[config.mk]
export PLATFORM = sky130hd
export DESIGN_NAME = pulse_gen_system
export DESIGN_NICKNAME = d
export VERILOG_FILES = /design/src/source/axi_lite_pkg.sv /design/src/source/pulse_ctl_pkg.sv /design/src/source/axi_ctl_register.sv /design/src/source/pulse_generator.sv /design/src/source/axi_sts_register.sv /design/src/source/pulse_gen_system.sv
export SDC_FILE = /design/constraint.sdc
export NUM_CORES = 1
export LEC_CHECK = 0
export BUFFER_PORTS_ARGS = -buffer_cell sky130_fd_sc_hd__buf_4
export CAP_MARGIN = 5
export CORE_MARGIN = 5
export CORE_UTILIZATION = 50
export CTS_CLUSTER_DIAMETER = 30
export DETAILED_ROUTE_END_ITERATION = 10
export PLACE_DENSITY_LB_ADDON = 0.2
export SYNTH_ARGS = -nofsm -noshare
export SYNTH_HDL_FRONTEND = slang
export SYNTH_HIERARCHICAL = 1
export SYNTH_SLANG_ARGS = --single-unit
[constraint.sdc]
create_clock -name aclk -period 6.3 [get_ports aclk]
set_clock_uncertainty 0.15 [all_clocks]
set_input_delay 0.945 -clock aclk [delete_from_list [all_inputs] [get_ports aclk]]
set_output_delay 0.945 -clock aclk [all_outputs]
set_load 0.03 [all_outputs]
[src/source/axi_lite_pkg.sv]
package axi_lite_pkg;

  // **********************************************************************
  // response codes
  // **********************************************************************

  localparam logic [1:0] axi_resp_okay = 2'b00;  // only response ever given

  // **********************************************************************
  // bus width defaults
  // **********************************************************************

  localparam int axi_data_width_default = 32;
  localparam int axi_addr_width_default = 16;  // byte address

  // lowest address bit that selects a word, below it are byte lanes
  function automatic int word_lsb(input int data_width);
    return $clog2(data_width / 8);
  endfunction

endpackage

[src/source/pulse_ctl_pkg.sv]
package pulse_ctl_pkg;

  // **********************************************************************
  // control bank, written by the host
  // **********************************************************************

  localparam int ctl_words = 4;

  localparam int ctl_word_control = 0;  // enable and clear bits
  localparam int ctl_word_period  = 1;  // cycles per pulse period
  localparam int ctl_word_high    = 2;  // high cycles per period
  localparam int ctl_word_limit   = 3;  // pulse count limit, 0 = free run

  localparam int ctl_bit_enable = 0;
  localparam int ctl_bit_clear  = 1;  // holds count, phase and done at zero

  // **********************************************************************
  // status bank, read by the host
  // **********************************************************************

  localparam int sts_words = 2;

  localparam int sts_word_count = 0;  // pulses started so far
  localparam int sts_word_flags = 1;

  localparam int sts_bit_running = 0;
  localparam int sts_bit_done    = 1;  // limit reached, sticky until clear

endpackage

[src/source/axi_ctl_register.sv]
module axi_ctl_register
  import axi_lite_pkg::*;
#(
  parameter int ctl_data_width = 128,
  parameter int axi_data_width = 32,
  parameter int axi_addr_width = 16
) (
  input  logic                        aclk,
  input  logic                        aresetn,
  output logic [ctl_data_width-1:0]   ctl_data,
  input  logic [axi_addr_width-1:0]   s_axi_awaddr,
  input  logic                        s_axi_awvalid,
  output logic                        s_axi_awready,
  input  logic [axi_data_width-1:0]   s_axi_wdata,
  input  logic [axi_data_width/8-1:0] s_axi_wstrb,
  input  logic                        s_axi_wvalid,
  output logic                        s_axi_wready,
  output logic [1:0]                  s_axi_bresp,
  output logic                        s_axi_bvalid,
  input  logic                        s_axi_bready,
  input  logic [axi_addr_width-1:0]   s_axi_araddr,
  input  logic                        s_axi_arvalid,
  output logic                        s_axi_arready,
  output logic [axi_data_width-1:0]   s_axi_rdata,
  output logic [1:0]                  s_axi_rresp,
  output logic                        s_axi_rvalid,
  input  logic                        s_axi_rready
);

  localparam int addr_lsb = word_lsb(axi_data_width);
  localparam int ctl_size = ctl_data_width / axi_data_width;
  localparam int strb_width = axi_data_width / 8;

  logic [ctl_data_width-1:0] bank_q;

  // **********************************************************************
  // write path
  // **********************************************************************

  logic                      aw_hold;
  logic                      w_hold;
  logic                      bvalid_q;
  logic [axi_addr_width-1:0] awaddr_q;
  logic [axi_data_width-1:0] wdata_q;
  logic [strb_width-1:0]     wstrb_q;
  logic [axi_addr_width-1:0] wr_index;
  logic                      aw_fire;
  logic                      w_fire;
  logic                      wr_commit;

  assign s_axi_awready = ~aw_hold;
  assign s_axi_wready  = ~w_hold;
  assign aw_fire   = s_axi_awvalid & s_axi_awready;
  assign w_fire    = s_axi_wvalid & s_axi_wready;
  assign wr_commit = aw_hold & w_hold & ~bvalid_q;  // waits for previous response
  assign wr_index  = awaddr_q >> addr_lsb;

  always_ff @(posedge aclk) begin
    if (aw_fire) awaddr_q <= s_axi_awaddr;
    if (w_fire) begin
      wdata_q <= s_axi_wdata;
      wstrb_q <= s_axi_wstrb;
    end
  end

  always_ff @(posedge aclk) begin
    if (!aresetn) begin
      aw_hold  <= 1'b0;
      w_hold   <= 1'b0;
      bvalid_q <= 1'b0;
      bank_q   <= '0;
    end else begin
      if (aw_fire) aw_hold <= 1'b1;
      if (w_fire) w_hold <= 1'b1;
      if (wr_commit) begin
        for (int w = 0; w < ctl_size; w++) begin
          if (wr_index == axi_addr_width'(w)) begin
            for (int b = 0; b < strb_width; b++) begin
              if (wstrb_q[b]) bank_q[w*axi_data_width + b*8 +: 8] <= wdata_q[b*8 +: 8];
            end
          end
        end
        aw_hold  <= 1'b0;
        w_hold   <= 1'b0;
        bvalid_q <= 1'b1;  // out of range index still answers
      end
      if (bvalid_q && s_axi_bready) bvalid_q <= 1'b0;
    end
  end

  assign s_axi_bvalid = bvalid_q;
  assign s_axi_bresp  = axi_resp_okay;
  assign ctl_data     = bank_q;

  // **********************************************************************
  // read path
  // **********************************************************************

  logic                      ar_hold;
  logic                      rvalid_q;
  logic [axi_addr_width-1:0] araddr_q;
  logic [axi_data_width-1:0] rdata_q;
  logic [axi_addr_width-1:0] rd_index;
  logic [axi_data_width-1:0] rd_word;

  assign s_axi_arready = ~ar_hold & ~rvalid_q;
  assign rd_index = araddr_q >> addr_lsb;

  always_comb begin
    rd_word = '0;  // zero when out of range
    for (int w = 0; w < ctl_size; w++) begin
      if (rd_index == axi_addr_width'(w)) rd_word = bank_q[w*axi_data_width +: axi_data_width];
    end
  end

  always_ff @(posedge aclk) begin
    if (s_axi_arvalid && s_axi_arready) araddr_q <= s_axi_araddr;
    if (ar_hold && !rvalid_q) rdata_q <= rd_word;
  end

  always_ff @(posedge aclk) begin
    if (!aresetn) begin
      ar_hold  <= 1'b0;
      rvalid_q <= 1'b0;
    end else begin
      if (s_axi_arvalid && s_axi_arready) ar_hold <= 1'b1;
      if (ar_hold && !rvalid_q) begin
        ar_hold  <= 1'b0;
        rvalid_q <= 1'b1;
      end else if (rvalid_q && s_axi_rready) begin
        rvalid_q <= 1'b0;
      end
    end
  end

  assign s_axi_rvalid = rvalid_q;
  assign s_axi_rdata  = rdata_q;
  assign s_axi_rresp  = axi_resp_okay;

  a_bvalid_hold: assert property (@(posedge aclk) disable iff (!aresetn)
    s_axi_bvalid && !s_axi_bready |=> s_axi_bvalid);

  a_rdata_hold: assert property (@(posedge aclk) disable iff (!aresetn)
    s_axi_rvalid && !s_axi_rready |=> s_axi_rvalid && $stable(s_axi_rdata));

endmodule

[src/source/pulse_generator.sv]
module pulse_generator
  import pulse_ctl_pkg::*;
#(
  parameter int axi_data_width = 32,
  parameter int axi_addr_width = 16,
  parameter int ctl_data_width = 128,
  parameter int sts_data_width = 64
) (
  input  logic                      aclk,
  input  logic                      aresetn,
  input  logic [ctl_data_width-1:0] ctl_data,
  output logic [sts_data_width-1:0] sts_data,
  output logic                      pulse_out
);

  localparam int w = axi_data_width;

  // both banks must be reachable from the bus
  if (ctl_data_width / 8 > 2 ** axi_addr_width) begin : g_addr_check
    $error("control bank larger than the address space");
  end

  logic [w-1:0] control_w;
  logic [w-1:0] period_w;
  logic [w-1:0] high_w;
  logic [w-1:0] limit_w;
  logic         enable;
  logic         clear;
  logic         run;

  logic [w-1:0] phase_q;
  logic [w-1:0] count_q;
  logic         done_q;
  logic         running_q;
  logic         pulse_q;

  assign control_w = ctl_data[ctl_word_control*w +: w];
  assign period_w  = ctl_data[ctl_word_period*w +: w];
  assign high_w    = ctl_data[ctl_word_high*w +: w];
  assign limit_w   = ctl_data[ctl_word_limit*w +: w];
  assign enable    = control_w[ctl_bit_enable];
  assign clear     = control_w[ctl_bit_clear];
  assign run       = enable & ~clear & (period_w != '0) & ~done_q;

  always_ff @(posedge aclk) begin
    if (!aresetn || clear) begin
      phase_q   <= '0;
      count_q   <= '0;
      done_q    <= 1'b0;
      running_q <= 1'b0;
      pulse_q   <= 1'b0;
    end else begin
      running_q <= run;
      pulse_q   <= 1'b0;
      if (run) begin
        if (phase_q == '0 && limit_w != '0 && count_q >= limit_w) begin
          done_q    <= 1'b1;  // last period finished
          running_q <= 1'b0;
        end else begin
          pulse_q <= phase_q < high_w;
          if (phase_q == '0) count_q <= count_q + 1'b1;
          phase_q <= (phase_q >= period_w - 1'b1) ? '0 : phase_q + 1'b1;
        end
      end
    end
  end

  always_comb begin
    sts_data = '0;
    sts_data[sts_word_count*w +: w] = count_q;
    sts_data[sts_word_flags*w + sts_bit_running] = running_q;
    sts_data[sts_word_flags*w + sts_bit_done] = done_q;
  end

  assign pulse_out = pulse_q;

  // a new count value never passes a set limit
  a_count_limit: assert property (@(posedge aclk) disable iff (!aresetn)
    limit_w != '0 && count_q != $past(count_q) |-> count_q <= limit_w);

endmodule

[src/source/axi_sts_register.sv]
module axi_sts_register
  import axi_lite_pkg::*;
#(
  parameter int sts_data_width = 64,
  parameter int axi_data_width = 32,
  parameter int axi_addr_width = 16
) (
  input  logic                      aclk,
  input  logic                      aresetn,
  input  logic [sts_data_width-1:0] sts_data,
  input  logic [axi_addr_width-1:0] s_axi_araddr,
  input  logic                      s_axi_arvalid,
  output logic                      s_axi_arready,
  output logic [axi_data_width-1:0] s_axi_rdata,
  output logic [1:0]                s_axi_rresp,
  output logic                      s_axi_rvalid,
  input  logic                      s_axi_rready
);

  localparam int addr_lsb = word_lsb(axi_data_width);
  localparam int sts_size = sts_data_width / axi_data_width;

  logic                      ar_hold;
  logic                      rvalid_q;
  logic [axi_addr_width-1:0] araddr_q;
  logic [axi_data_width-1:0] rdata_q;
  logic [axi_addr_width-1:0] rd_index;
  logic [axi_data_width-1:0] rd_word;
  logic                      ar_fire;

  assign s_axi_arready = ~ar_hold & ~rvalid_q;  // one read in flight
  assign ar_fire  = s_axi_arvalid & s_axi_arready;
  assign rd_index = araddr_q >> addr_lsb;

  // **********************************************************************
  // word select
  // **********************************************************************

  always_comb begin
    rd_word = '0;
    for (int w = 0; w < sts_size; w++) begin
      if (rd_index == axi_addr_width'(w)) begin
        rd_word = sts_data[w*axi_data_width +: axi_data_width];
      end
    end
  end

  always_ff @(posedge aclk) begin
    if (ar_fire) araddr_q <= s_axi_araddr;
    if (ar_hold && !rvalid_q) rdata_q <= rd_word;  // status snapshot
  end

  // **********************************************************************
  // read handshake
  // **********************************************************************

  always_ff @(posedge aclk) begin
    if (!aresetn) begin
      ar_hold  <= 1'b0;
      rvalid_q <= 1'b0;
    end else begin
      if (ar_fire) ar_hold <= 1'b1;
      if (ar_hold && !rvalid_q) begin
        ar_hold  <= 1'b0;
        rvalid_q <= 1'b1;
      end else if (rvalid_q && s_axi_rready) begin
        rvalid_q <= 1'b0;
      end
    end
  end

  assign s_axi_rvalid = rvalid_q;
  assign s_axi_rdata  = rdata_q;
  assign s_axi_rresp  = axi_resp_okay;

  a_rvalid_hold: assert property (@(posedge aclk) disable iff (!aresetn)
    s_axi_rvalid && !s_axi_rready |=> s_axi_rvalid);

endmodule

[src/source/pulse_gen_system.sv]
module pulse_gen_system
  import axi_lite_pkg::*;
  import pulse_ctl_pkg::*;
#(
  parameter int axi_data_width = axi_data_width_default,
  parameter int axi_addr_width = axi_addr_width_default
) (
  input  logic                        aclk,
  input  logic                        aresetn,
  input  logic [axi_addr_width-1:0]   s_ctl_axi_awaddr,
  input  logic                        s_ctl_axi_awvalid,
  output logic                        s_ctl_axi_awready,
  input  logic [axi_data_width-1:0]   s_ctl_axi_wdata,
  input  logic [axi_data_width/8-1:0] s_ctl_axi_wstrb,
  input  logic                        s_ctl_axi_wvalid,
  output logic                        s_ctl_axi_wready,
  output logic [1:0]                  s_ctl_axi_bresp,
  output logic                        s_ctl_axi_bvalid,
  input  logic                        s_ctl_axi_bready,
  input  logic [axi_addr_width-1:0]   s_ctl_axi_araddr,
  input  logic                        s_ctl_axi_arvalid,
  output logic                        s_ctl_axi_arready,
  output logic [axi_data_width-1:0]   s_ctl_axi_rdata,
  output logic [1:0]                  s_ctl_axi_rresp,
  output logic                        s_ctl_axi_rvalid,
  input  logic                        s_ctl_axi_rready,
  input  logic [axi_addr_width-1:0]   s_sts_axi_araddr,
  input  logic                        s_sts_axi_arvalid,
  output logic                        s_sts_axi_arready,
  output logic [axi_data_width-1:0]   s_sts_axi_rdata,
  output logic [1:0]                  s_sts_axi_rresp,
  output logic                        s_sts_axi_rvalid,
  input  logic                        s_sts_axi_rready,
  output logic                        pulse_out
);

  localparam int ctl_data_width = ctl_words * axi_data_width;
  localparam int sts_data_width = sts_words * axi_data_width;

  logic [ctl_data_width-1:0] ctl_data;
  logic [sts_data_width-1:0] sts_data;

  axi_ctl_register #(
    .ctl_data_width(ctl_data_width),
    .axi_data_width(axi_data_width),
    .axi_addr_width(axi_addr_width)
  ) ctl_reg_i (
    .aclk          (aclk),
    .aresetn       (aresetn),
    .ctl_data      (ctl_data),
    .s_axi_awaddr  (s_ctl_axi_awaddr),
    .s_axi_awvalid (s_ctl_axi_awvalid),
    .s_axi_awready (s_ctl_axi_awready),
    .s_axi_wdata   (s_ctl_axi_wdata),
    .s_axi_wstrb   (s_ctl_axi_wstrb),
    .s_axi_wvalid  (s_ctl_axi_wvalid),
    .s_axi_wready  (s_ctl_axi_wready),
    .s_axi_bresp   (s_ctl_axi_bresp),
    .s_axi_bvalid  (s_ctl_axi_bvalid),
    .s_axi_bready  (s_ctl_axi_bready),
    .s_axi_araddr  (s_ctl_axi_araddr),
    .s_axi_arvalid (s_ctl_axi_arvalid),
    .s_axi_arready (s_ctl_axi_arready),
    .s_axi_rdata   (s_ctl_axi_rdata),
    .s_axi_rresp   (s_ctl_axi_rresp),
    .s_axi_rvalid  (s_ctl_axi_rvalid),
    .s_axi_rready  (s_ctl_axi_rready)
  );

  pulse_generator #(
    .axi_data_width(axi_data_width),
    .axi_addr_width(axi_addr_width),
    .ctl_data_width(ctl_data_width),
    .sts_data_width(sts_data_width)
  ) pulse_gen_i (
    .aclk      (aclk),
    .aresetn   (aresetn),
    .ctl_data  (ctl_data),
    .sts_data  (sts_data),
    .pulse_out (pulse_out)
  );

  axi_sts_register #(
    .sts_data_width(sts_data_width),
    .axi_data_width(axi_data_width),
    .axi_addr_width(axi_addr_width)
  ) sts_reg_i (
    .aclk          (aclk),
    .aresetn       (aresetn),
    .sts_data      (sts_data),
    .s_axi_araddr  (s_sts_axi_araddr),
    .s_axi_arvalid (s_sts_axi_arvalid),
    .s_axi_arready (s_sts_axi_arready),
    .s_axi_rdata   (s_sts_axi_rdata),
    .s_axi_rresp   (s_sts_axi_rresp),
    .s_axi_rvalid  (s_sts_axi_rvalid),
    .s_axi_rready  (s_sts_axi_rready)
  );

endmodule

==> tab_implementation.tex, run 1 <==
\begin{tabular}{lr}
\hline
Metric & Value \\
\hline
\multicolumn{2}{l}{\textbf{STA}} \\
Achievable Freq & 0.1877 GHz \\
Max\_slew headroom & 0.2306 \\
Number of hold violations in the final report & 0 \\
Number of pins exceeding their max-slew limit in the final report & 0 \\
Period Utilization, post-route & 0.8459 \\
Slew @ Worst Pin & 1146 ps \\
Total Neg Setup Slack & 0 ps \\
Unrepaired setup endpoints after global routing & false \\
Post-layout minimum cycle time & 5329 ps \\
Setup violators final & 0 \\
Final worst slack & 971.0 ps \\
\multicolumn{2}{l}{\textbf{Clocking}} \\
Sinks on the clock net & 344 \\
Hold buffer count at CTS & 0 \\
Clock buffer count from CTS & 82 \\
Post-CTS setup buffers & 0 \\
Deepest level of the CTS H-tree & 3 \\
CTS tree & built \\
Clock slew at reported path FFs & 50 ps \\
Clock latency reported for the late side of the worst-skew pair & 590 ps \\
Number of gates resized after CTS & 0 \\
Max Buffers Root-to-Sink & 3 \\
Clk Tree Root Cell & clkbuf\_16 \\
\multicolumn{2}{l}{\textbf{Critical path}} \\
Arrival time of the worst setup path & 5680 ps \\
Classification of the worst setup path & register to register \\
Highest cell delay on the worst timing path & 630 ps \\
Endpoint kind of the worst setup timing path & register \\
Largest fanout on the critical path & 16 \\
Master of the slowest instance on the critical path & or4\_1 \\
Critical path data required time & 6650 ps \\
Setup crit start kind & register \\
Cell Chain, Critical Path & or4\_1, nor3\_2, and3\_1, nand2\_1, or4\_1, nor3\_1, xnor2\_1, ha\_1, a2111oi\_0, o21ai\_0, a221oi\_1, nand4\_2, or4\_1, o21ai\_0 \\
Launch point of the critical path & ctl\_reg\_i/ctl\_data[37]\$\_SDFFE\_PN0P\_ \\
Most used cell, CP & or4\_1 \\
FF-to-FF Start & ctl\_reg\_i/ctl\_data[37]\$\_SDFFE\_PN0P\_ \\
\multicolumn{2}{l}{\textbf{Route}} \\
Drt via density & 5.479 \\
DRT iter0 DRCs & 816 \\
Post-route antenna net violation count & 0 \\
Via count of the routed design & 12910 \\
Total Routed Length & 43310 um \\
Routed wire per std cell & 18.37 um \\
Number of DRC violations after detailed routing & 0 \\
Number of iterations in the first detailed-routing pass & 5 \\
\multicolumn{2}{l}{\textbf{Global routing}} \\
Total routing usage reported by global routing & 0.2203 \\
First-pass GRT wire length & 68880 um \\
Largest net degree at the start of global routing & 70 \\
Total gr overflow & 0 \\
Vias in the first global route & 12950 \\
Number of antenna violations at the first check in global routing & 0 \\
\multicolumn{2}{l}{\textbf{Power and ir drop}} \\
Sequential group share of total power & 0.351 \\
Switching power share of the total & 0.2231 \\
Peak supply drop & 0.0003178 V \\
Power density over the cells & 319.1 nW/um2 \\
Lkg Pwr & 8.542 nW \\
Proportion of power drawn by combinational gates & 0.040 \\
Net load switching power & 1.532 mW \\
Internal power component & 5.336 mW \\
Fraction of power consumed by the clock network & 0.608 \\
\multicolumn{2}{l}{\textbf{Final layout}} \\
Leading cell type in the layout, fill and taps excluded & nand2\_1 \\
Final nets & 2025 \\
Area Growth Syn to Fin & 23.87\% \\
Diodes inserted & 0 \\
Final core occ & 0.6246 \\
Top library cells by usage in the layout, fill and taps aside & nand2\_1 (213), dfxtp\_1 (202), buf\_4 (169) \\
Final cell area excluding filler cells & 21520 um2 \\
Final-layout fill cell count & 2830 \\
Post-layout instance count excluding filler cells & 2357 \\
Share of cells above drive strength 1 & 0.1987 \\
\multicolumn{2}{l}{\textbf{Synthesis}} \\
Average size of a mapped cell & 10.55 um2 \\
Sequential fraction of the synthesis area & 0.4781 \\
Main synth FF type & dfxtp\_1 \\
Gate count of the mapped netlist & 1647 \\
Post-synth design cell area & 17380 um2 \\
EDFF count, synth & 142 \\
Synth Warn \# & 6 \\
Proportion of register bits with asynchronous set or reset after synthesis & 0 \\
Yosys reg bits & 344 \\
Number of distinct library cell variants in the gate-level netlist after synthesis & 69 \\
\multicolumn{2}{l}{\textbf{Floorplanning}} \\
Die boundary width & 196.4 um \\
Effective utilization at floorplan & 0.5042 \\
Standard-cell rows & 68 \\
Core area & 34460 um2 \\
Die area & 38580 um2 \\
Height of the chip & 196.4 um \\
Count of pins on the block boundary & 171 \\
\multicolumn{2}{l}{\textbf{Hold path}} \\
Critical hold path startpoint & ctl\_reg\_i/ctl\_data[7]\$\_SDFFE\_PN0P\_ \\
Hold crit path type & register to register \\
\multicolumn{2}{l}{\textbf{Placement}} \\
Global placer's final weighted congestion & 0.9170 \\
\# port buffers & 158 \\
Sum of net half-perimeters after detailed placement & 29820 um \\
Cell area after placement & 18700 um2 \\
Pre-CTS setup slack & 1084 ps \\
Placed insts & 2203 \\
\multicolumn{2}{l}{\textbf{Run}} \\
Max Cap Viol & 0 \\
\multicolumn{2}{l}{\textbf{Outcome}} \\
Status & completed \\
\hline
\end{tabular}
==> per-stage QoR <==
step	total power [mW]	hold slack [ps]
floorplan	2.631	285.5
global placement	2.726	293.0
detailed placement	2.733	302.8
CTS	6.937	309.3
global route	7.086	334.3
finish	6.869	307.1
==> power groups by stage <==
| stage | combinational [mW] | clock, mW | sequential [mW] |
|---|---|---|---|
| 3_5_place_dp | 0.279 | 0 | 2.45 |
| 3_3_place_gp | 0.274 | 0 | 2.45 |
| 2_1_floorplan | 0.140 | 0 | 2.49 |
| 5_1_grt | 0.297 | 4.37 | 2.42 |
| 4_1_cts | 0.281 | 4.24 | 2.41 |
| 6_report | 0.276 | 4.18 | 2.41 |
==> cell type report <==
| cell class | instances | area [um2] | area share |
|---|---|---|---|
| clock buffers | 108 | 2390 | 0.1110 |
| clock inverters | 46 | 430.4 | 0.02000 |
| inverters | 85 | 319.1 | 0.01482 |
| multi-input cells | 1150 | 8238 | 0.3827 |
| flip-flops and latches | 344 | 8308 | 0.3860 |
| well taps | 455 | 569.3 | 0.02645 |
| repair buffers | 169 | 1269 | 0.05895 |
==> per-layer routing <==
metal	wire, um	track usage	vias to the layer above
met5	0	0	-
met4	755	0.06206	0
met3	2345	0.04821	60
met2	21020	0.3666	364
met1	19180	0.2924	6240
li1	-	-	6249
==> flip-flops by register name, indices dropped and copies added, names as in the netlist <==
signal / cells
pulse_gen_i/done_q: 1
ctl_reg_i/awaddr_q: 14
pulse_gen_i/phase_q: 32
ctl_reg_i/araddr_q: 14
ctl_reg_i/ctl_data: 128
sts_reg_i/s_axi_rvalid: 1
pulse_gen_i/running_q: 1
pulse_gen_i/count_q: 32
sts_reg_i/araddr_q: 14
ctl_reg_i/s_axi_rvalid: 1
ctl_reg_i/wdata_q: 32
ctl_reg_i/s_axi_bvalid: 1
ctl_reg_i/aw_hold: 1
sts_reg_i/ar_hold: 1
sts_reg_i/s_axi_rdata: 32
ctl_reg_i/ar_hold: 1
ctl_reg_i/w_hold: 1
pulse_gen_i/pulse_out: 1
ctl_reg_i/s_axi_rdata: 32
ctl_reg_i/wstrb_q: 4
==> critical path: cells and delay by family (launching register included) <==
kind | cells | cell delay [ps]
adder cells (fa/ha/maj) | 1 | 260
XOR/XNOR | 1 | 160
AND/OR/NAND/NOR | 8 | 3290
flip-flops | 1 | 340
AO/OA/AOI/OAI | 4 | 1040
==> cell usage after synthesis, drive strengths merged, types with 3 or more instances <==
master,n,area [um2]
nand3b,3,26.27
mux2i,161,1612
conb,3,11.26
nor3,21,110.1
and4,6,52.55
or2,9,56.30
edfxtp,142,4264
or4,24,180.2
mux4,32,720.7
a31oi,4,25.02
o21ai,51,255.3
xnor2,33,289.0
ha,100,1251
dlygate4sd1,4,35.03
and3,20,125.1
a211oi,5,42.54
inv,85,319.1
nand3,47,240.2
nand4,42,302.8
o21a,3,22.52
clkbuf,30,133.9
nand2b,6,45.04
and2,17,106.4
dfxtp,202,4044
nor2b,41,256.5
xor2,16,140.1
buf,67,483.0
a21oi,73,365.4
nor4b,3,26.28
a21o,10,76.32
nand2,214,805.8
nor2,96,390.4
o211ai,3,22.52
nor4,26,181.4
or3,29,182.7
==> cells by family (layout without fill, tap and decap cells) <==
| logic type | after synthesis | count (layout) | share of synthesized area |
|---|---|---|---|
| xor gates and xnor gates | 49 | 49 | 0.02470 |
| DFF | 344 | 344 | 0.4781 |
| adders and majority gates | 100 | 100 | 0.07201 |
| other | 3 | 36 | 0.0006480 |
| and+or+nand+nor | 606 | 606 | 0.1787 |
| AOI/OAI and AO/OA | 166 | 166 | 0.05566 |
| buffers and inverters | 186 | 408 | 0.05588 |
| muxes | 193 | 193 | 0.1342 |
==> path summary, 6_finish.rpt <==
path / to / slack (ps) / cells past startpoint
max: pulse_gen_i/phase_q[10]$_SDFFE_PP0P_ / 970 / 14
min: ctl_reg_i/ctl_data[7]$_SDFFE_PN0P_ / 310 / 2
max reg2reg: pulse_gen_i/phase_q[10]$_SDFFE_PP0P_ / 970 / 14
min reg2reg: ctl_reg_i/ctl_data[7]$_SDFFE_PN0P_ / 310 / 2
Note: power is estimated with default switching activity, not from simulation.
==> run 2, diff against run 1 <==
--- a/config.mk
+++ b/config.mk
@@ -5,6 +5,7 @@
 export SDC_FILE = /design/constraint.sdc
 export NUM_CORES = 1
 export LEC_CHECK = 0
+export ABC_AREA = 1
 export BUFFER_PORTS_ARGS = -buffer_cell sky130_fd_sc_hd__buf_4
 export CAP_MARGIN = 5
 export CORE_MARGIN = 5
==> constraint.sdc (replaced) <==
create_clock -name aclk -period 5.3 [get_ports aclk]
set_clock_uncertainty 0.15 [all_clocks]
set_input_delay 0.795 -clock aclk [delete_from_list [all_inputs] [get_ports aclk]]
set_output_delay 0.795 -clock aclk [all_outputs]
set_load 0.03 [all_outputs]
==> tab_implementation.tex, run 2 <==
\begin{tabular}{lr}
\hline
Metric & Value \\
\hline
\multicolumn{2}{l}{\textbf{Outcome}} \\
Status & completed (unchanged) \\
\multicolumn{2}{l}{\textbf{Power and ir drop}} \\
Sequential group share of total power & 0.348 (was 0.351) \\
Switching power share of the total & 0.2291 (was 0.2231) \\
Power density over the cells & 343.1 nW/um2 (was 319.1 nW/um2) \\
Internal power component & 6.379 mW (was 5.336 mW) \\
Proportion of power drawn by combinational gates & 0.035 (was 0.040) \\
Peak supply drop & 0.0003769 V (was 0.0003178 V) \\
Fraction of power consumed by the clock network & 0.617 (was 0.608) \\
Tot Pwr & 8.275 mW (was 6.869 mW) \\
Lkg Pwr & 10.12 nW (was 8.542 nW) \\
Net load switching power & 1.896 mW (was 1.532 mW) \\
\multicolumn{2}{l}{\textbf{Global routing}} \\
First-pass GRT wire length & 94230 um (was 68880 um) \\
Total routing usage reported by global routing & 0.2649 (was 0.2203) \\
Vias in the first global route & 17460 (was 12950) \\
Total gr overflow & 0 (unchanged) \\
Number of antenna violations at the first check in global routing & 0 (unchanged) \\
Largest net degree at the start of global routing & 65 (was 70) \\
\multicolumn{2}{l}{\textbf{Synthesis}} \\
Gate count of the mapped netlist & 2551 (was 1647) \\
Yosys reg bits & 344 (unchanged) \\
Main synth FF type & dfxtp\_1 (unchanged) \\
Most area-consuming cells after synthesis & edfxtp\_1 (21\%), dfxtp\_1 (20\%), nand2\_1 (10\%), ha\_1 (6.2\%), nand3\_1 (6.1\%) (was edfxtp\_1 (25\%), dfxtp\_1 (23\%), mux2i\_1 (9.3\%), ha\_1 (7.2\%), nand2\_1 (4.6\%)) \\
Synth Warn \# & 6 (unchanged) \\
Post-synth design cell area & 20050 um2 (was 17380 um2) \\
Most frequent cell after synthesis & nand2\_1 (unchanged) \\
Average size of a mapped cell & 7.861 um2 (was 10.55 um2) \\
Cell taking the most area after synthesis & edfxtp\_1 (unchanged) \\
Top cell type's share of synthesized area & 0.2126 (was 0.2454) \\
Number of distinct library cell variants in the gate-level netlist after synthesis & 47 (was 69) \\
Commonest cells in the netlist & nand2\_1 (550), inv\_1 (258), nand3\_1 (245), a21oi\_1 (220), nor2\_1 (220) (was nand2\_1 (213), dfxtp\_1 (202), mux2i\_1 (161), edfxtp\_1 (142), ha\_1 (100)) \\
Proportion of register bits with asynchronous set or reset after synthesis & 0 (unchanged) \\
Sequential fraction of the synthesis area & 0.4143 (was 0.4781) \\
EDFF count, synth & 142 (unchanged) \\
\multicolumn{2}{l}{\textbf{Placement}} \\
Cell area after placement & 21230 um2 (was 18700 um2) \\
\# port buffers & 158 (unchanged) \\
Placed insts & 3130 (was 2203) \\
Global placer's final weighted congestion & 0.9459 (was 0.9170) \\
Pre-CTS setup slack & 1579 ps (was 1084 ps) \\
Sum of net half-perimeters after detailed placement & 41800 um (was 29820 um) \\
\multicolumn{2}{l}{\textbf{STA}} \\
Achievable Freq & 0.2659 GHz (was 0.1877 GHz) \\
Total Neg Setup Slack & 0 ps (unchanged) \\
Slew @ Worst Pin & 1191 ps (was 1146 ps) \\
Post-layout minimum cycle time & 3761 ps (was 5329 ps) \\
Period Utilization, post-route & 0.7095 (was 0.8459) \\
Unrepaired setup endpoints after global routing & false (unchanged) \\
Worst hold-check slack & 219.4 ps (was 307.1 ps) \\
Max\_slew headroom & 0.2022 (was 0.2306) \\
Number of pins exceeding their max-slew limit in the final report & 0 (unchanged) \\
Number of hold violations in the final report & 0 (unchanged) \\
Setup violators final & 0 (unchanged) \\
Final worst slack & 1539 ps (was 971.0 ps) \\
\multicolumn{2}{l}{\textbf{Floorplanning}} \\
Die boundary width & 210.3 um (was 196.4 um) \\
Standard-cell rows & 73 (was 68) \\
Count of pins on the block boundary & 171 (unchanged) \\
Height of the chip & 210.3 um (was 196.4 um) \\
Core area & 39730 um2 (was 34460 um2) \\
Die area & 44210 um2 (was 38580 um2) \\
Effective utilization at floorplan & 0.5047 (was 0.5042) \\
\multicolumn{2}{l}{\textbf{Final layout}} \\
Post-layout instance count excluding filler cells & 3289 (was 2357) \\
Diodes inserted & 0 (unchanged) \\
Leading cell type in the layout, fill and taps excluded & nand2\_1 (unchanged) \\
Final cell area excluding filler cells & 24120 um2 (was 21520 um2) \\
Share of cells above drive strength 1 & 0.1483 (was 0.1987) \\
Final nets & 2885 (was 2025) \\
Area Growth Syn to Fin & 20.27\% (was 23.87\%) \\
Top library cells by usage in the layout, fill and taps aside & nand2\_1 (550), inv\_1 (258), nand3\_1 (245) (was nand2\_1 (213), dfxtp\_1 (202), buf\_4 (169)) \\
Number of flip-flops under the largest register name & 128 (unchanged) \\
Final core occ & 0.6071 (was 0.6246) \\
\multicolumn{2}{l}{\textbf{Clocking}} \\
Post-CTS setup buffers & 0 (unchanged) \\
Sinks on the clock net & 344 (unchanged) \\
Hold buffer count at CTS & 0 (unchanged) \\
Clock slew at reported path FFs & 50 ps (about the same) \\
Clk Tree Root Cell & clkbuf\_16 (unchanged) \\
Number of gates resized after CTS & 0 (unchanged) \\
CTS tree & built (unchanged) \\
Max Buffers Root-to-Sink & 3 (unchanged) \\
Deepest level of the CTS H-tree & 3 (unchanged) \\
Clock buffer count from CTS & 84 (was 82) \\
Clock latency reported for the late side of the worst-skew pair & 600 ps (was 590 ps) \\
\multicolumn{2}{l}{\textbf{Route}} \\
Number of DRC violations after detailed routing & 0 (unchanged) \\
Drt via density & 5.630 (was 5.479) \\
Total Routed Length & 60230 um (was 43310 um) \\
Via count of the routed design & 18520 (was 12910) \\
DRT iter0 DRCs & 1927 (was 816) \\
Number of iterations in the first detailed-routing pass & 5 (unchanged) \\
Post-route antenna net violation count & 0 (unchanged) \\
Routed wire per std cell & 18.31 um (was 18.37 um) \\
\multicolumn{2}{l}{\textbf{Critical path}} \\
Setup crit start kind & register (unchanged) \\
Arrival time of the worst setup path & 4090 ps (was 5680 ps) \\
Largest fanout on the critical path & 31 (was 16) \\
Endpoint kind of the worst setup timing path & register (unchanged) \\
Classification of the worst setup path & register to register (unchanged) \\
Critical path data required time & 5630 ps (was 6650 ps) \\
\multicolumn{2}{l}{\textbf{Hold path}} \\
Hold crit path type & input port to register (was register to register) \\
\multicolumn{2}{l}{\textbf{Run}} \\
Max Cap Viol & 0 (unchanged) \\
\hline
\end{tabular}
-- run 2: changes by cell type after synthesis, moves of 143 or more --
cell,delta
a21oi_1,+147
nand2_1,+337
mux2i_1,-161
nand3_1,+199
nand4_1,+143
inv_1,+173
-- run 2: path summary, 6_finish.rpt --
kind	from	endpoint	slack (ps)	cells past startpoint
min reg2reg	ctl_reg_i/ctl_data[18]$_SDFFE_PN0P_	ctl_reg_i/ctl_data[18]$_SDFFE_PN0P_	310	2
max	ctl_reg_i/ctl_data[35]$_SDFFE_PN0P_	pulse_gen_i/phase_q[0]$_SDFFE_PP0P_	1540	20
max reg2reg	ctl_reg_i/ctl_data[35]$_SDFFE_PN0P_	pulse_gen_i/phase_q[0]$_SDFFE_PP0P_	1540	20
min	s_ctl_axi_wdata[24]	ctl_reg_i/wdata_q[24]$_DFFE_PP_	220	1
-- run 2: metal layers --
metal,part of all wire,GRT usage,vias to the layer above
li1,-,-,8899
met1,0.41,0.3434,8538
met2,0.46,0.4339,890
met3,0.081,0.04658,189
met4,0.048,0.1229,0
met5,0,0,-
-- run 2: layout make-up --
cell class / count / area (um2)
Clock inverter: 58 / 606.8
Fill cell: 3454 / 15610
Tap cell: 525 / 656.9
Inverter: 267 / 1006
Multi-Input combinational cell: 1814 / 9899
Sequential cell: 344 / 8308
Clock buffer: 100 / 2267
Timing Repair Buffer: 181 / 1375
-- run 2: logic make-up (layout without fill, tap and decap cells) --
family                     count (synthesis)  count (layout)  share of synthesized area
AOI/OAI and AO/OA                        285             285                    0.07730
adders and majority gates                100             100                    0.06239
DFF                                      344             344                     0.4143
and+or+nand+nor                         1331            1331                     0.3180
other                                      3              36                  0.0005615
xor gates and xnor gates                  62              62                    0.02708
buffers and inverters                    426             606                     0.1004
-- run 2: power groups by stage --
stage	sequential (mW)	combinational, mW	clock [mW]
3_3_place_gp	2.93	0.280	0
4_1_cts	2.88	0.285	5.17
5_1_grt	2.89	0.305	5.31
2_1_floorplan	2.95	0.145	0
6_report	2.88	0.287	5.10
3_5_place_dp	2.93	0.284	0
-- run 2: critical path, cell delays in order, from the launching register on --
cell,delay (ps)
dfxtp_1,350
nor2_1,150
nand2_1,170
nor4_4,350
nand2_2,160
nor2_4,160
inv_1,80
nor3_2,160
nand3_1,120
xor2_1,160
ha_1,300
nand2_1,70
nor2_1,140
nand4_1,130
nor2_1,180
nand4_1,100
nand3_1,100
buf_4,300
nand3_1,110
nand2_1,120
a21oi_1,60
==> run 3, diff against run 2 <==
==> constraint.sdc (replaced) <==
create_clock -name aclk -period 3.3 [get_ports aclk]
set_clock_uncertainty 0.15 [all_clocks]
set_input_delay 0.495 -clock aclk [delete_from_list [all_inputs] [get_ports aclk]]
set_output_delay 0.495 -clock aclk [all_outputs]
set_load 0.03 [all_outputs]
==> tab_implementation.tex, run 3 (synthesis results as in run 2) <==
\begin{tabular}{lr}
\hline
Metric & Value \\
\hline
\multicolumn{2}{l}{\textbf{Outcome}} \\
Status & complete, but fails checks (was completed) \\
Failing checks & negative setup slack \\
\multicolumn{2}{l}{\textbf{Final layout}} \\
Diodes inserted & 0 (unchanged) \\
Area taken by multi-input logic gates & 10070 um2 (was 9899 um2) \\
Area Growth Syn to Fin & 27.30\% (was 20.27\%) \\
Final nets & 3027 (was 2885) \\
Leading cell type in the layout, fill and taps excluded & nand2\_1 (unchanged) \\
Top library cells by usage in the layout, fill and taps aside & nand2\_1 (546), inv\_1 (257), nand3\_1 (242) (was nand2\_1 (550), inv\_1 (258), nand3\_1 (245)) \\
Share of cells above drive strength 1 & 0.1723 (was 0.1483) \\
Final-layout fill cell count & 3352 (was 3454) \\
Seq. cell area & 8310 um2 (was 8308 um2) \\
Number of flip-flops under the largest register name & 128 (unchanged) \\
Final core occ & 0.6425 (was 0.6071) \\
\multicolumn{2}{l}{\textbf{Route}} \\
Post-route antenna net violation count & 0 (unchanged) \\
Via count of the routed design & 19160 (was 18520) \\
Drt via density & 5.590 (was 5.630) \\
Number of iterations in the first detailed-routing pass & 7 (was 5) \\
Total Routed Length & 65090 um (was 60230 um) \\
Number of DRC violations after detailed routing & 0 (unchanged) \\
Routed wire per std cell & 18.99 um (was 18.31 um) \\
DRT iter0 DRCs & 1962 (was 1927) \\
\multicolumn{2}{l}{\textbf{STA}} \\
Period Utilization, post-route & 1.046 (was 0.7095) \\
Max\_slew headroom & 0.2485 (was 0.2022) \\
Total Neg Setup Slack & -3746 ps (was 0 ps) \\
Achievable Freq & 0.2897 GHz (was 0.2659 GHz) \\
Number of pins exceeding their max-slew limit in the final report & 0 (unchanged) \\
Setup violators final & 32 (was 0) \\
Slew @ Worst Pin & 1122 ps (was 1191 ps) \\
Number of hold violations in the final report & 0 (unchanged) \\
Post-layout minimum cycle time & 3451 ps (was 3761 ps) \\
Unrepaired setup endpoints after global routing & true (was false) \\
Final worst slack & -151.3 ps (was 1539 ps) \\
\multicolumn{2}{l}{\textbf{Critical path}} \\
Cell family with most CP delay & simple AND/OR/NAND/NOR gates (unchanged) \\
Cell Chain, Critical Path & nor2\_2, nand2\_2, nor2\_2, nand2\_2, nor2\_4, nand3\_2, nor4\_4, buf\_4, xor2\_1, inv\_1, ha\_4, nand2\_4, inv\_2, nand4\_1, nor2\_2, nand4\_1, nand3\_4, clkbuf\_16, nand3\_2, nand2\_2, a21oi\_1 (was nor2\_1, nand2\_1, nor4\_4, nand2\_2, nor2\_4, inv\_1, nor3\_2, nand3\_1, xor2\_1, ha\_1, nand2\_1, nor2\_1, nand4\_1, nor2\_1, nand4\_1, nand3\_1, buf\_4, nand3\_1, nand2\_1, a21oi\_1) \\
Critical path data required time & 3630 ps (was 5630 ps) \\
Setup crit start kind & register (unchanged) \\
Classification of the worst setup path & register to register (unchanged) \\
Number of stages on the worst setup path & 21 (was 20) \\
Master of the slowest instance on the critical path & nor4\_4 (was dfxtp\_1) \\
Buffers plus inverters on the worst setup path & 4 (was 2) \\
Highest cell delay on the worst timing path & 330 ps (was 350 ps) \\
Endpoint kind of the worst setup timing path & register (unchanged) \\
Arrival time of the worst setup path & 3780 ps (was 4090 ps) \\
Number of cell instances on the worst register-to-register path & 21 (was 20) \\
Largest fanout on the critical path & 8 (was 31) \\
\multicolumn{2}{l}{\textbf{Clocking}} \\
CTS tree & built (unchanged) \\
Clock latency reported for the late side of the worst-skew pair & 600 ps (about the same) \\
Clock buffer count from CTS & 81 (was 84) \\
Clk Tree Root Cell & clkbuf\_16 (unchanged) \\
Sinks on the clock net & 344 (unchanged) \\
Max Buffers Root-to-Sink & 3 (unchanged) \\
Deepest level of the CTS H-tree & 3 (unchanged) \\
Clock slew at reported path FFs & 50 ps (about the same) \\
\multicolumn{2}{l}{\textbf{Hold path}} \\
Hold Path Cell Cnt & 3 (was 1) \\
Hold crit path type & input port to register (unchanged) \\
\multicolumn{2}{l}{\textbf{Power and ir drop}} \\
Lkg Pwr & 10.84 nW (was 10.12 nW) \\
Power density over the cells & 516.4 nW/um2 (was 343.1 nW/um2) \\
Sequential group share of total power & 0.351 (was 0.348) \\
Fraction of power consumed by the clock network & 0.607 (was 0.617) \\
Internal power component & 10.22 mW (was 6.379 mW) \\
Net load switching power & 2.964 mW (was 1.896 mW) \\
Peak supply drop & 0.0006202 V (was 0.0003769 V) \\
Switching power share of the total & 0.2248 (was 0.2291) \\
Proportion of power drawn by combinational gates & 0.042 (was 0.035) \\
\multicolumn{2}{l}{\textbf{Placement}} \\
\# port buffers & 158 (unchanged) \\
Global placer's final weighted congestion & 0.9716 (was 0.9459) \\
Sum of net half-perimeters after detailed placement & 44350 um (was 41800 um) \\
\multicolumn{2}{l}{\textbf{Run}} \\
Max Cap Viol & 0 (unchanged) \\
\multicolumn{2}{l}{\textbf{Floorplanning}} \\
Core area & 39730 um2 (unchanged) \\
Effective utilization at floorplan & 0.5047 (unchanged) \\
Height of the chip & 210.3 um (unchanged) \\
Standard-cell rows & 73 (unchanged) \\
Die area & 44210 um2 (unchanged) \\
Count of pins on the block boundary & 171 (unchanged) \\
Die boundary width & 210.3 um (unchanged) \\
\multicolumn{2}{l}{\textbf{Global routing}} \\
Largest net degree at the start of global routing & 90 (was 65) \\
Vias in the first global route & 18540 (was 17460) \\
Total gr overflow & 0 (unchanged) \\
Number of antenna violations at the first check in global routing & 0 (unchanged) \\
Total routing usage reported by global routing & 0.2847 (was 0.2649) \\
First-pass GRT wire length & 100900 um (was 94230 um) \\
\hline
\end{tabular}
-- run 3: changes by cell type in the layout (fill, tap and decap cells not counted), sizes merged --
| cell | before | now |
|---|---|---|
| clkinv | 31 | 25 |
| inv | 269 | 273 |
| dlygate4sd3 | 0 | 81 |
| clkinvlp | 17 | 5 |
| buf | 181 | 243 |
| clkbuf | 100 | 108 |
| bufinv | 8 | 9 |
-- run 3: final timing paths --
path                                                           from                             endpoint  slack, ps
worst min register to register   ctl_reg_i/ctl_data[3]$_SDFFE_PN0P_   ctl_reg_i/ctl_data[3]$_SDFFE_PN0P_        310
worst max-delay path            ctl_reg_i/ctl_data[34]$_SDFFE_PN0P_  pulse_gen_i/phase_q[0]$_SDFFE_PP0P_       -150
worst min-delay path                              s_ctl_axi_awvalid       ctl_reg_i/aw_hold$_SDFFE_PP0P_         10
worst max register to register  ctl_reg_i/ctl_data[34]$_SDFFE_PN0P_  pulse_gen_i/phase_q[0]$_SDFFE_PP0P_       -150
-- run 3: power groups by stage --
stage	logic (mW)	clock network, mW	registers [mW]
floorplan	0.233	0	4.74
global placement	0.458	0	4.70
detailed placement	0.466	0	4.70
CTS	0.545	8.06	4.63
global route	0.586	8.32	4.64
finish	0.554	8.00	4.63
-- run 3: worst reg2reg max path, delay by kind of cell (launching register included) --
family / cells / cell delay [ps]
compound gates: 1 / 50
xor+xnor: 1 / 130
fa+ha+maj: 1 / 280
buf+inv: 4 / 490
flops: 1 / 320
simple gates: 14 / 1930
-- run 3: cell type report --
cell class                 instances  area share
sequential                       344      0.3255
timing repair buffer             326      0.1068
clock buffer                     106     0.08714
multi-input combinational       1814      0.3944
inverter                         267     0.03940
tap                              525     0.02573
clock inverter                    45     0.02098
-- run 3: stage by stage --
stage                     power (mW)  cells  area [um2]  hold slack (ps)  setup slack, ps
after global routing           13.54   3427       25530            19.25           -301.6
final                          13.18   3427       25530            11.31           -151.3
after floorplan                4.970   2584       20180            291.2            113.7
after global placement         5.158   3190       21700            299.0           -7.065
after detailed placement       5.170   3190       21700            304.3           -58.93
after CTS                      13.24   3422       25290            3.934          -0.9210
-- run 3: layer usage --
metal / track usage / share of wire / wire length, um
met1: 0.3566 / 0.40 / 26040
met2: 0.4798 / 0.48 / 31110
met3: 0.05566 / 0.074 / 4840
met4: 0.1256 / 0.047 / 3089
met5: 0 / 0 / 0
-- run 3: repair_timing --
action | 4_1_cts | 5_1_grt
pin swaps | 0 | 21
setup endpoints to repair | 32 | 32
hold buffers | 81 | 0
gates cloned | 0 | 3
gates resized for setup | 3 | 52
buffers inserted | 0 | 2
endpoints found under the hold margin | 81 | 0
